## src/rs_pkg.sv

```systemverilog
package rs_pkg;

    // physical register file has 64 entries
    localparam int PREG_W = 6;

    // bank depths, one bank per functional-unit class
    localparam int ALU_ENTRIES  = 4;
    localparam int MULT_ENTRIES = 2;
    localparam int MEM_ENTRIES  = 4;

    // deepest bank sets the slot index width
    localparam int MAX_ENTRIES =
        (ALU_ENTRIES > MULT_ENTRIES) ?
            ((ALU_ENTRIES > MEM_ENTRIES) ? ALU_ENTRIES : MEM_ENTRIES) :
            ((MULT_ENTRIES > MEM_ENTRIES) ? MULT_ENTRIES : MEM_ENTRIES);
    localparam int SLOT_W = (MAX_ENTRIES > 1) ? $clog2(MAX_ENTRIES) : 1;

    localparam int INSN_ID_W = 10;

    typedef logic [PREG_W-1:0] preg_tag_t;

    typedef logic [SLOT_W-1:0] slot_t;

    // source operand, ready once its producer has broadcast the tag
    typedef struct packed {
        preg_tag_t tag;
        logic      ready;
    } operand_t;

    // functional-unit class, selects the bank
    typedef enum logic [1:0] {
        FU_ALU  = 2'd0,
        FU_MULT = 2'd1,
        FU_MEM  = 2'd2
    } fu_class_e;

    // one instruction as it moves from dispatch to issue
    typedef struct packed {
        logic                 valid;
        fu_class_e            fu_class;
        preg_tag_t            dest_tag;
        operand_t             src1;
        operand_t             src2;
        // opaque id, carried through untouched
        logic [INSN_ID_W-1:0] insn_id;
    } rs_packet_t;

endpackage

```

## src/reservation_station.sv

```systemverilog
`timescale 1ns/100ps

module reservation_station (
    input  logic                            clock,
    input  logic                            reset,
    input  logic                            allocate,
    input  rs_pkg::rs_packet_t              in_packet,
    output logic                            done,
    input  logic                            update,
    input  rs_pkg::preg_tag_t               cdb_tag,
    input  logic                            issue_enable,
    output rs_pkg::rs_packet_t              issued_packet,
    output rs_pkg::slot_t                   issue_slot,
    output logic                            alu_full,
    output logic                            mult_full,
    output logic                            mem_full,
    input  logic [rs_pkg::ALU_ENTRIES-1:0]  free_alu,
    input  logic [rs_pkg::MULT_ENTRIES-1:0] free_mult,
    input  logic [rs_pkg::MEM_ENTRIES-1:0]  free_mem
);
    import rs_pkg::*;

    logic       alu_alloc;
    logic       mult_alloc;
    logic       mem_alloc;
    logic       alu_grant;
    logic       mult_grant;
    logic       mem_grant;
    logic       alu_cand_valid;
    logic       mult_cand_valid;
    logic       mem_cand_valid;
    rs_packet_t alu_cand_packet;
    rs_packet_t mult_cand_packet;
    rs_packet_t mem_cand_packet;
    slot_t      alu_cand_slot;
    slot_t      mult_cand_slot;
    slot_t      mem_cand_slot;

    rs_alloc_steer alloc_steer_i (
        .clock     (clock),
        .reset     (reset),
        .allocate  (allocate),
        .in_class  (in_packet.fu_class),
        .alu_full  (alu_full),
        .mult_full (mult_full),
        .mem_full  (mem_full),
        .alu_alloc (alu_alloc),
        .mult_alloc(mult_alloc),
        .mem_alloc (mem_alloc),
        .done      (done)
    );

    rs_entry_bank #(.num_entries(ALU_ENTRIES)) alu_bank_i (
        .clock      (clock),
        .reset      (reset),
        .alloc      (alu_alloc),
        .in_packet  (in_packet),
        .update     (update),
        .cdb_tag    (cdb_tag),
        .grant      (alu_grant),
        .free       (free_alu),
        .full       (alu_full),
        .cand_valid (alu_cand_valid),
        .cand_packet(alu_cand_packet),
        .cand_slot  (alu_cand_slot)
    );

    rs_entry_bank #(.num_entries(MULT_ENTRIES)) mult_bank_i (
        .clock      (clock),
        .reset      (reset),
        .alloc      (mult_alloc),
        .in_packet  (in_packet),
        .update     (update),
        .cdb_tag    (cdb_tag),
        .grant      (mult_grant),
        .free       (free_mult),
        .full       (mult_full),
        .cand_valid (mult_cand_valid),
        .cand_packet(mult_cand_packet),
        .cand_slot  (mult_cand_slot)
    );

    rs_entry_bank #(.num_entries(MEM_ENTRIES)) mem_bank_i (
        .clock      (clock),
        .reset      (reset),
        .alloc      (mem_alloc),
        .in_packet  (in_packet),
        .update     (update),
        .cdb_tag    (cdb_tag),
        .grant      (mem_grant),
        .free       (free_mem),
        .full       (mem_full),
        .cand_valid (mem_cand_valid),
        .cand_packet(mem_cand_packet),
        .cand_slot  (mem_cand_slot)
    );

    rs_issue_select issue_select_i (
        .clock           (clock),
        .reset           (reset),
        .issue_enable    (issue_enable),
        .alu_cand_valid  (alu_cand_valid),
        .mult_cand_valid (mult_cand_valid),
        .mem_cand_valid  (mem_cand_valid),
        .alu_cand_packet (alu_cand_packet),
        .mult_cand_packet(mult_cand_packet),
        .mem_cand_packet (mem_cand_packet),
        .alu_cand_slot   (alu_cand_slot),
        .mult_cand_slot  (mult_cand_slot),
        .mem_cand_slot   (mem_cand_slot),
        .alu_grant       (alu_grant),
        .mult_grant      (mult_grant),
        .mem_grant       (mem_grant),
        .issued_packet   (issued_packet),
        .issue_slot      (issue_slot)
    );

endmodule

```

## src/rs_alloc_steer.sv

```systemverilog
`timescale 1ns/100ps

module rs_alloc_steer (
    input  logic              clock,
    input  logic              reset,
    input  logic              allocate,
    input  rs_pkg::fu_class_e in_class,
    input  logic              alu_full,
    input  logic              mult_full,
    input  logic              mem_full,
    output logic              alu_alloc,
    output logic              mult_alloc,
    output logic              mem_alloc,
    output logic              done
);
    import rs_pkg::*;

    // class decode, then gate with the target bank's full flag
    always_comb begin
        alu_alloc  = 1'b0;
        mult_alloc = 1'b0;
        mem_alloc  = 1'b0;
        if (allocate) begin
            case (in_class)
                FU_ALU:  alu_alloc  = !alu_full;
                FU_MULT: mult_alloc = !mult_full;
                FU_MEM:  mem_alloc  = !mem_full;
                // unused encoding is dropped like a full bank
                default: ;
            endcase
        end
    end

    // done follows an accepted allocate by one cycle
    always_ff @(posedge clock) begin
        if (reset) begin
            done <= 1'b0;
        end else begin
            done <= alu_alloc | mult_alloc | mem_alloc;
        end
    end

    // a packet lands in one bank at most
    a_alloc_onehot: assert property (
        @(posedge clock) disable iff (reset)
        $onehot0({alu_alloc, mult_alloc, mem_alloc})
    ) else $error("more than one bank allocated in the same cycle");

endmodule

```

## src/rs_entry_bank.sv

```systemverilog
`timescale 1ns/100ps

module rs_entry_bank #(
    parameter int num_entries = 4
) (
    input  logic                   clock,
    input  logic                   reset,
    input  logic                   alloc,
    input  rs_pkg::rs_packet_t     in_packet,
    input  logic                   update,
    input  rs_pkg::preg_tag_t      cdb_tag,
    input  logic                   grant,
    input  logic [num_entries-1:0] free,
    output logic                   full,
    output logic                   cand_valid,
    output rs_pkg::rs_packet_t     cand_packet,
    output rs_pkg::slot_t          cand_slot
);
    import rs_pkg::*;

    // one reservation entry
    typedef struct packed {
        logic       busy;
        logic       issued;
        rs_packet_t packet;
    } rs_entry_t;

    rs_entry_t              entries [num_entries];
    logic [num_entries-1:0] busy_vec;
    logic                   free_found;
    int                     free_idx;
    int                     cand_idx;
    rs_packet_t             alloc_packet;

    always_comb begin
        for (int i = 0; i < num_entries; i++) begin
            busy_vec[i] = entries[i].busy;
        end
    end

    assign full = &busy_vec;

    // scan downward so the lowest free index is the one left standing
    always_comb begin
        free_found = 1'b0;
        free_idx   = 0;
        for (int i = num_entries - 1; i >= 0; i--) begin
            if (!busy_vec[i]) begin
                free_found = 1'b1;
                free_idx   = i;
            end
        end
    end

    // same-cycle CDB broadcast folded into the incoming packet
    always_comb begin
        alloc_packet = in_packet;
        if (update && (in_packet.src1.tag == cdb_tag)) begin
            alloc_packet.src1.ready = 1'b1;
        end
        if (update && (in_packet.src2.tag == cdb_tag)) begin
            alloc_packet.src2.ready = 1'b1;
        end
    end

    // highest ready index wins the issue
    always_comb begin
        cand_valid = 1'b0;
        cand_idx   = 0;
        for (int i = 0; i < num_entries; i++) begin
            if (entries[i].busy && !entries[i].issued &&
                entries[i].packet.src1.ready && entries[i].packet.src2.ready) begin
                cand_valid = 1'b1;
                cand_idx   = i;
            end
        end
    end

    assign cand_slot   = slot_t'(cand_idx);
    assign cand_packet = entries[cand_idx].packet;

    always_ff @(posedge clock) begin
        if (reset) begin
            for (int i = 0; i < num_entries; i++) begin
                entries[i].busy   <= 1'b0;
                entries[i].issued <= 1'b0;
            end
        end else begin
            // wakeup on stored operands
            if (update) begin
                for (int i = 0; i < num_entries; i++) begin
                    if (entries[i].packet.src1.tag == cdb_tag) begin
                        entries[i].packet.src1.ready <= 1'b1;
                    end
                    if (entries[i].packet.src2.tag == cdb_tag) begin
                        entries[i].packet.src2.ready <= 1'b1;
                    end
                end
            end

            // granted entry stays busy until its FU frees it
            if (grant) begin
                entries[cand_idx].issued <= 1'b1;
            end

            for (int i = 0; i < num_entries; i++) begin
                if (free[i]) begin
                    entries[i].busy <= 1'b0;
                end
            end

            // written last to override the wakeup on the same slot
            if (alloc && free_found) begin
                entries[free_idx].busy   <= 1'b1;
                entries[free_idx].issued <= 1'b0;
                entries[free_idx].packet <= alloc_packet;
            end
        end
    end

    // steerer must hold off a full bank
    a_no_alloc_when_full: assert property (
        @(posedge clock) disable iff (reset)
        alloc |-> !full
    ) else $error("allocate strobe into a full bank");

    // FU side only releases slots it was handed
    a_free_hits_busy: assert property (
        @(posedge clock) disable iff (reset)
        (free & ~busy_vec) == '0
    ) else $error("free bit on a slot that is not busy");

    a_grant_has_cand: assert property (
        @(posedge clock) disable iff (reset)
        grant |-> cand_valid
    ) else $error("grant without a ready candidate");

endmodule

```

## src/rs_issue_select.sv

```systemverilog
`timescale 1ns/100ps

module rs_issue_select (
    input  logic               clock,
    input  logic               reset,
    input  logic               issue_enable,
    input  logic               alu_cand_valid,
    input  logic               mult_cand_valid,
    input  logic               mem_cand_valid,
    input  rs_pkg::rs_packet_t alu_cand_packet,
    input  rs_pkg::rs_packet_t mult_cand_packet,
    input  rs_pkg::rs_packet_t mem_cand_packet,
    input  rs_pkg::slot_t      alu_cand_slot,
    input  rs_pkg::slot_t      mult_cand_slot,
    input  rs_pkg::slot_t      mem_cand_slot,
    output logic               alu_grant,
    output logic               mult_grant,
    output logic               mem_grant,
    output rs_pkg::rs_packet_t issued_packet,
    output rs_pkg::slot_t      issue_slot
);
    import rs_pkg::*;

    rs_packet_t sel_packet;
    slot_t      sel_slot;

    // fixed priority ALU > MULT > MEM
    always_comb begin
        alu_grant  = 1'b0;
        mult_grant = 1'b0;
        mem_grant  = 1'b0;
        sel_packet = '0;
        sel_slot   = '0;
        if (issue_enable) begin
            if (alu_cand_valid) begin
                alu_grant  = 1'b1;
                sel_packet = alu_cand_packet;
                sel_slot   = alu_cand_slot;
            end else if (mult_cand_valid) begin
                mult_grant = 1'b1;
                sel_packet = mult_cand_packet;
                sel_slot   = mult_cand_slot;
            end else if (mem_cand_valid) begin
                mem_grant  = 1'b1;
                sel_packet = mem_cand_packet;
                sel_slot   = mem_cand_slot;
            end
            // issued packet is always marked valid
            if (alu_grant || mult_grant || mem_grant) begin
                sel_packet.valid = 1'b1;
            end
        end
    end

    // issue register, zero when nothing was granted
    always_ff @(posedge clock) begin
        if (reset) begin
            issued_packet <= '0;
            issue_slot    <= '0;
        end else begin
            issued_packet <= sel_packet;
            issue_slot    <= sel_slot;
        end
    end

    // one issue per cycle across all banks
    a_grant_onehot: assert property (
        @(posedge clock) disable iff (reset)
        $onehot0({alu_grant, mult_grant, mem_grant})
    ) else $error("more than one bank granted in the same cycle");

endmodule

```

## config.mk

```make
export PLATFORM = sky130hd
export DESIGN_NAME = reservation_station
export DESIGN_NICKNAME = d
export VERILOG_FILES = /design/src/rs_pkg.sv /design/src/reservation_station.sv /design/src/rs_alloc_steer.sv /design/src/rs_entry_bank.sv /design/src/rs_issue_select.sv
export SDC_FILE = /design/constraint.sdc
export NUM_CORES = 1
export LEC_CHECK = 0
export ABC_CLOCK_PERIOD_IN_PS = 9400
export BUFFER_PORTS_ARGS = -buffer_cell sky130_fd_sc_hd__clkbuf_2
export CORE_AREA = 3 3 173 158
export CTS_BUF_LIST = sky130_fd_sc_hd__clkbuf_2
export CTS_CLUSTER_SIZE = 14
export DETAILED_ROUTE_END_ITERATION = 10
export DIE_AREA = 0 0 176 161
export GPL_ROUTABILITY_DRIVEN = 1
export PLACE_DENSITY = 0.87
export RECOVER_POWER = 100
export SETUP_SLACK_MARGIN = 0.4
export SLEW_MARGIN = 20
export SYNTH_ARGS = -nofsm -noshare
export SYNTH_HDL_FRONTEND = slang
export SYNTH_SLANG_ARGS = --single-unit
```

## constraint.sdc

```tcl
create_clock -name clock -period 9.4 [get_ports clock]
set_input_delay 0.47 -clock clock [delete_from_list [all_inputs] [get_ports clock]]
set_output_delay 0.47 -clock clock [all_outputs]
set_load 0.01 [all_outputs]
```

Word-level counts from Yosys, hierarchy flattened
Memory sizes are Yosys's and may differ from the RTL's. Cells that the tools add are included.

Eq/ne operators: 24. Reductions and logical operators: 55. Bitwise operators: 13. Mux-type cells: 204.

Operators with widths (number): $mux 1 (186); $eq 6x6->1 (22); $mux 33 (3); $logic_and 1x1->1 (35); $mux 2 (15); $logic_not 1->1 (13); $or 1x1->1 (12); $reduce_and 4->1 (2); $eq 2x1->1 const B (1); $eq 2x2->1 const B (1); $logic_not 2->1 (1); $logic_or 1x1->1 (2); $reduce_and 2->1 (1); $reduce_or 2->1 (1); $not 1->1 (1).

Output and inout port bits: 39. Memories kept: 3. Input port bits: 54. Word-level logic and storage cells: 309. Register bits: 36. Memory bits (writable): 350.

Memory list: alu_bank_i.entries (words 4, bits a word 35, read ports 5, clocked after memory_dff 0, write ports 6, RTL line rs_entry_bank.sv:28) `rs_entry_t entries [num_entries];`; mem_bank_i.entries (words 4, bits a word 35, read ports 5, clocked after memory_dff 0, write ports 6, RTL line rs_entry_bank.sv:28); mult_bank_i.entries (words 2, bits a word 35, read ports 3, clocked after memory_dff 0, write ports 4, RTL line rs_entry_bank.sv:28).

Depth between registers and ports, before layout
An unclocked memory read counts as a cell.

Word-level depth: 17. Mapped depth: 8. Mapped depth without buffers: 5.

Hierarchy
A second synthesis with hierarchy kept.

Cell total of the unflattened synthesis: 1265. Area total of the unflattened synthesis: 16950.0 um^2.

Modules (own cells, without submodules): rs_entry_bank at mem_bank_i (times used 1, cells each 398, area an instance 5910.7 um^2, sequential area each 4083.9 um^2); rs_entry_bank at alu_bank_i (times used 1, cells each 401, area an instance 5900.7 um^2, sequential area each 4083.9 um^2); rs_entry_bank at mult_bank_i (times used 1, cells each 259, area an instance 3075.4 um^2, sequential area each 2042.0 um^2); rs_issue_select (times used 1, cells each 201, area an instance 1990.7 um^2, sequential area each 700.7 um^2); rs_alloc_steer (times used 1, cells each 6, area an instance 72.6 um^2, sequential area each 20.0 um^2).

Worst setup path after synthesis
OpenSTA, ideal clock, no wires.

Path kind: input to register. Start: input reset. End: memory mem_bank_i.entries[0][0] (netlist name) (enable). Data arrival time: 3.818 ns. Setup slack: 5.079 ns. Library setup time: 0.504 ns. Path buffers: 0. Stages: 2. Data required time: 8.896 ns. Cells stage by stage: nand2b_4 nor4b_1.

RTL lines: from (decl) (RTL line reservation_station.sv:5) `input logic reset,`; to (decl) (RTL line rs_entry_bank.sv:28).

==> impl_results.md <==
* Cell Area, Synth at 17400 um2
* Pleak at around 6.4 nW
* Maximum number of pins on one net before global-route repair at 65
* Hold-fix buffers, CTS at 29
* Cell Rows at 56
* Final min period at roughly 5.3 ns
* Distinct cells, synth at 55
* Internal at between 0.002 and 0.0025 W
* Reg-to-reg setup timing slack at around 4.1 ns
* Switch share at between 20% and 30%
* Synth Warn # at 0
* Status: finished with violations
* Vias in the first global route at 12600
* Detail Route Antenna Nets at 0
* Clock Skew at approximately 0.065 ns
* Final Max Tran Viols at around 520
* RSZ-0062 raised after global routing: false
* IO Port Bufs at 91
* P&R area growth vs syn at 9.55%
* Clock share of power at between 30% and 40%
* Seq/Total Area, Yosys at 60.9%
* Core footprint at about 26000 um2
* Total Wirelength at roughly 46000 um
* Die Y at around 160 um
* Seq pwr share at between 50% and 60%
* Initial cell density of the core at about two thirds
* Achievable Freq at 190 MHz
* Top Ports at 93
* Vias at 12600
* Initial antenna violation count at 1
* DRC violations left at 0
* Met2 usage at 50.2%
* Max-cap violations at 16
* Slew @ Worst Pin at around 3.5 ns
* Register area at ~11000 um2
* # clock sinks at approximately 380
* Failing checks: max-capacitance violations, max-slew violations
* Die X at 176 um
* Setup-failing EPs final at 0
* Critical path endpoint category: flop
* DP HPWL at 28600 um
* Critical Path AT at 5.98 ns
* Met1 Use GR at roughly 44%
* Synthesized area per cell at between 10 and 15 um2
* Clock Path Buffers at 3
* Cell count after synthesis at 1403
* Post-synth EDFFs at 310
* Nets at roughly 1600
* Avg Vias per Cell at roughly 6.4
* FFs w/ async S/R, synth at 0%
* Setup Buffers After CTS at 0
* WL/cell at 23.5 um
* Iteration count of the initial detailed-routing pass at 6
* Worst VDD drop at 0.100 mV
* Drt initial violations at roughly 1600
* Final hold vios at 0
* PwrDens at approximately 160 nW/um2
* TritonCTS buffer count at between 90 and 100
* First-pass GRT wire length at about 70000 um
* CTS H-tree lvls at 3
* Multi-input logic area at about 6300 um2
* GP Congestion at 0.939
* Worst hold margin at between 0.1 and 0.15 ns
* Min-delay worst type: in2reg
* Combinational Power Share at under 10%
* Ys flop type: edfxtp_1
* Post-CTS sizing at 0
* Final Cycle Share at between 50% and 60%
* Setup TNS at 0 ns
* Critical Path RT at around 10 ns
* CTS tree: built
* GR peak layer: met2
* Fillcell total at 1640
* Die ar. at ~28000 um2
* CP Max Fanout at 34
* Worst skew pair latency at 0.88 ns
* Clock transition at the registers of the reported paths at around 0.11 ns
* Net switching power at approximately 0.00076 W
* Layout cells sized above 1 at roughly 15%
* Met3 usage at under 10%
* Root Driver: clkbuf_2
* Global-route usage over all layers at 32.7%
* Worst slew margin at -132%
* Synth Register Bits at 376
* CP Class: reg2reg
* Setup crit start kind: flop
* Total grt overflow at 0
## layout make-up
cell class / count / share of cell area [%]
clock inverter: 28 / 0.903
multi-input combinational: 917 / 32.9
clock buffer: 143 / 3.74
timing repair buffer: 152 / 4.53
tap: 348 / 2.28
inverter: 2 / 0.0393
antenna: 2 / 0.0262
sequential: 376 / 55.6
## worst max-delay path, stage by stage, from the launching register on
cell and delay [ns]:
dfxtp_1 0.36, nand4b_1 0.11, clkbuf_1 1.63, nand4_1 1.32, clkbuf_1 0.77, a221o_1 0.47, a21oi_1 0.22, a211oi_1 0.24
## logic make-up after synthesis
group	after synthesis	synth area share, %
AND/OR/NAND/NOR	521	18.0
flip-flops	376	60.9
AO/OA/AOI/OAI	242	10.8
XOR/XNOR	132	6.63
buffers and inverters	123	3.12
multiplexers	8	0.459
other	1	0.0215
## per-stage QoR
step	power, W	cells	util (%)	setup slack (ns)	instance area (um2)
after floorplan	0.00193	1416	-	5.08	17500
after global placement	0.00198	1765	70.3	5.93	18200
after detailed placement	0.00199	1766	70.4	5.95	18200
after CTS	0.00308	1966	74.9	6.29	19400
after global routing	0.00318	1967	73.9	4.08	19100
final	0.00308	1968	73.9	4.14	19100
## cells in the mapped netlist, types with 2 or more instances
| cell type | instances | area, um2 |
|---|---|---|
| edfxtp_1 | 310 | 9310 |
| and2_1 | 281 | 1760 |
| nor2_1 | 81 | 304 |
| clkbuf_1 | 73 | 274 |
| dfxtp_1 | 66 | 1320 |
| xnor2_1 | 66 | 578 |
| xor2_1 | 66 | 578 |
| a21oi_1 | 50 | 250 |
| a221o_1 | 48 | 480 |
| a221oi_1 | 45 | 394 |
| buf_2 | 42 | 210 |
| o21ai_0 | 31 | 155 |
| or3_1 | 31 | 194 |
| nand4_1 | 24 | 150 |
| nor4_1 | 24 | 150 |
| nor3_1 | 18 | 90.1 |
| a211oi_1 | 17 | 128 |
| a221oi_2 | 11 | 165 |
| o22a_1 | 11 | 96.3 |
| or2_2 | 11 | 68.8 |
| a21o_1 | 10 | 75.1 |
| nand2_1 | 10 | 37.5 |
| mux2i_1 | 8 | 80.1 |
| nand4b_1 | 8 | 70.1 |
| a31oi_1 | 7 | 43.8 |
| and4b_1 | 5 | 50.1 |
| a22o_1 | 4 | 35.0 |
| buf_6 | 4 | 45.0 |
| nor2b_1 | 4 | 25.0 |
| and4_1 | 3 | 26.3 |
| nor3b_2 | 3 | 37.5 |
| a32oi_1 | 2 | 17.5 |
| buf_1 | 2 | 7.51 |
| nor2_2 | 2 | 12.5 |
| nor3_2 | 2 | 20.0 |
| nor3b_1 | 2 | 15.0 |
| o21a_1 | 2 | 15.0 |
| o32ai_1 | 2 | 17.5 |
## registers in the layout, indices dropped and copies added, names as in the netlist
name and flops:
issue_select_i.issue_slot 2, issue_select_i.issued_packet 33, alloc_steer_i.done 1, alu_bank_i.entries 136, mem_bank_i.entries 136, mult_bank_i.entries 68
## placed cells by master, fill, tap and decap left out, types with 5 or more instances in the layout
cell type / synthesis / layout
a221oi_2: 11 / 7
clkbuf_2: 0 / 195
or2_2: 11 / 11
a31oi_1: 7 / 7
nand4b_1: 8 / 8
clkbuf_1: 73 / 58
edfxtp_1: 310 / 310
a211oi_1: 17 / 17
clkinv_1: 0 / 17
o22a_1: 11 / 11
and2_0: 0 / 175
o21ai_0: 31 / 31
nor3_1: 18 / 19
and2_1: 281 / 106
buf_4: 0 / 13
xnor2_1: 66 / 66
nor2_1: 81 / 80
a221oi_1: 45 / 49
nand4_1: 24 / 24
a221o_1: 48 / 48
nand2_1: 10 / 10
nor4_1: 24 / 25
mux2i_1: 8 / 8
dlygate4sd3_1: 0 / 29
and4b_1: 5 / 5
a21oi_1: 50 / 50
xor2_1: 66 / 66
a21o_1: 10 / 10
or3_1: 31 / 31
dfxtp_1: 66 / 66
conb_1: 1 / 14
## worst paths after layout
| check | start | depth (start not counted) | to |
|---|---|---|---|
| worst max-delay path | alu_bank_i.entries[3][33] | 7 | issue_select_i.issued_packet[24] |
| worst max register to register | alu_bank_i.entries[3][33] | 7 | issue_select_i.issued_packet[24] |
| worst min register to register | mem_bank_i.entries[3][33] | 2 | mem_bank_i.entries[3][33] |
| worst min-delay path | in_packet[20] | 2 | alu_bank_i.entries[3][20] |
## power groups by stage
stage / clock, W / combinational, W / sequential (W)
final: 0.00112 / 0.000145 / 0.00182
after global routing: 0.00121 / 0.000154 / 0.00182
after CTS: 0.00112 / 0.000143 / 0.00182
after detailed placement: 0 / 0.000132 / 0.00185
after global placement: 0 / 0.000128 / 0.00185
after floorplan: 0 / 0.0000838 / 0.00185
## layer usage
layer | part of all wire, % | vias to the layer above | wire length, um
met5 | 0 | - | 0
met4 | 3.7 | 0 | 1690
met2 | 46 | 906 | 21300
met3 | 13 | 157 | 6040
li1 | - | 5484 | -
met1 | 37 | 6006 | 17200
(Power assumes the default switching activity.)
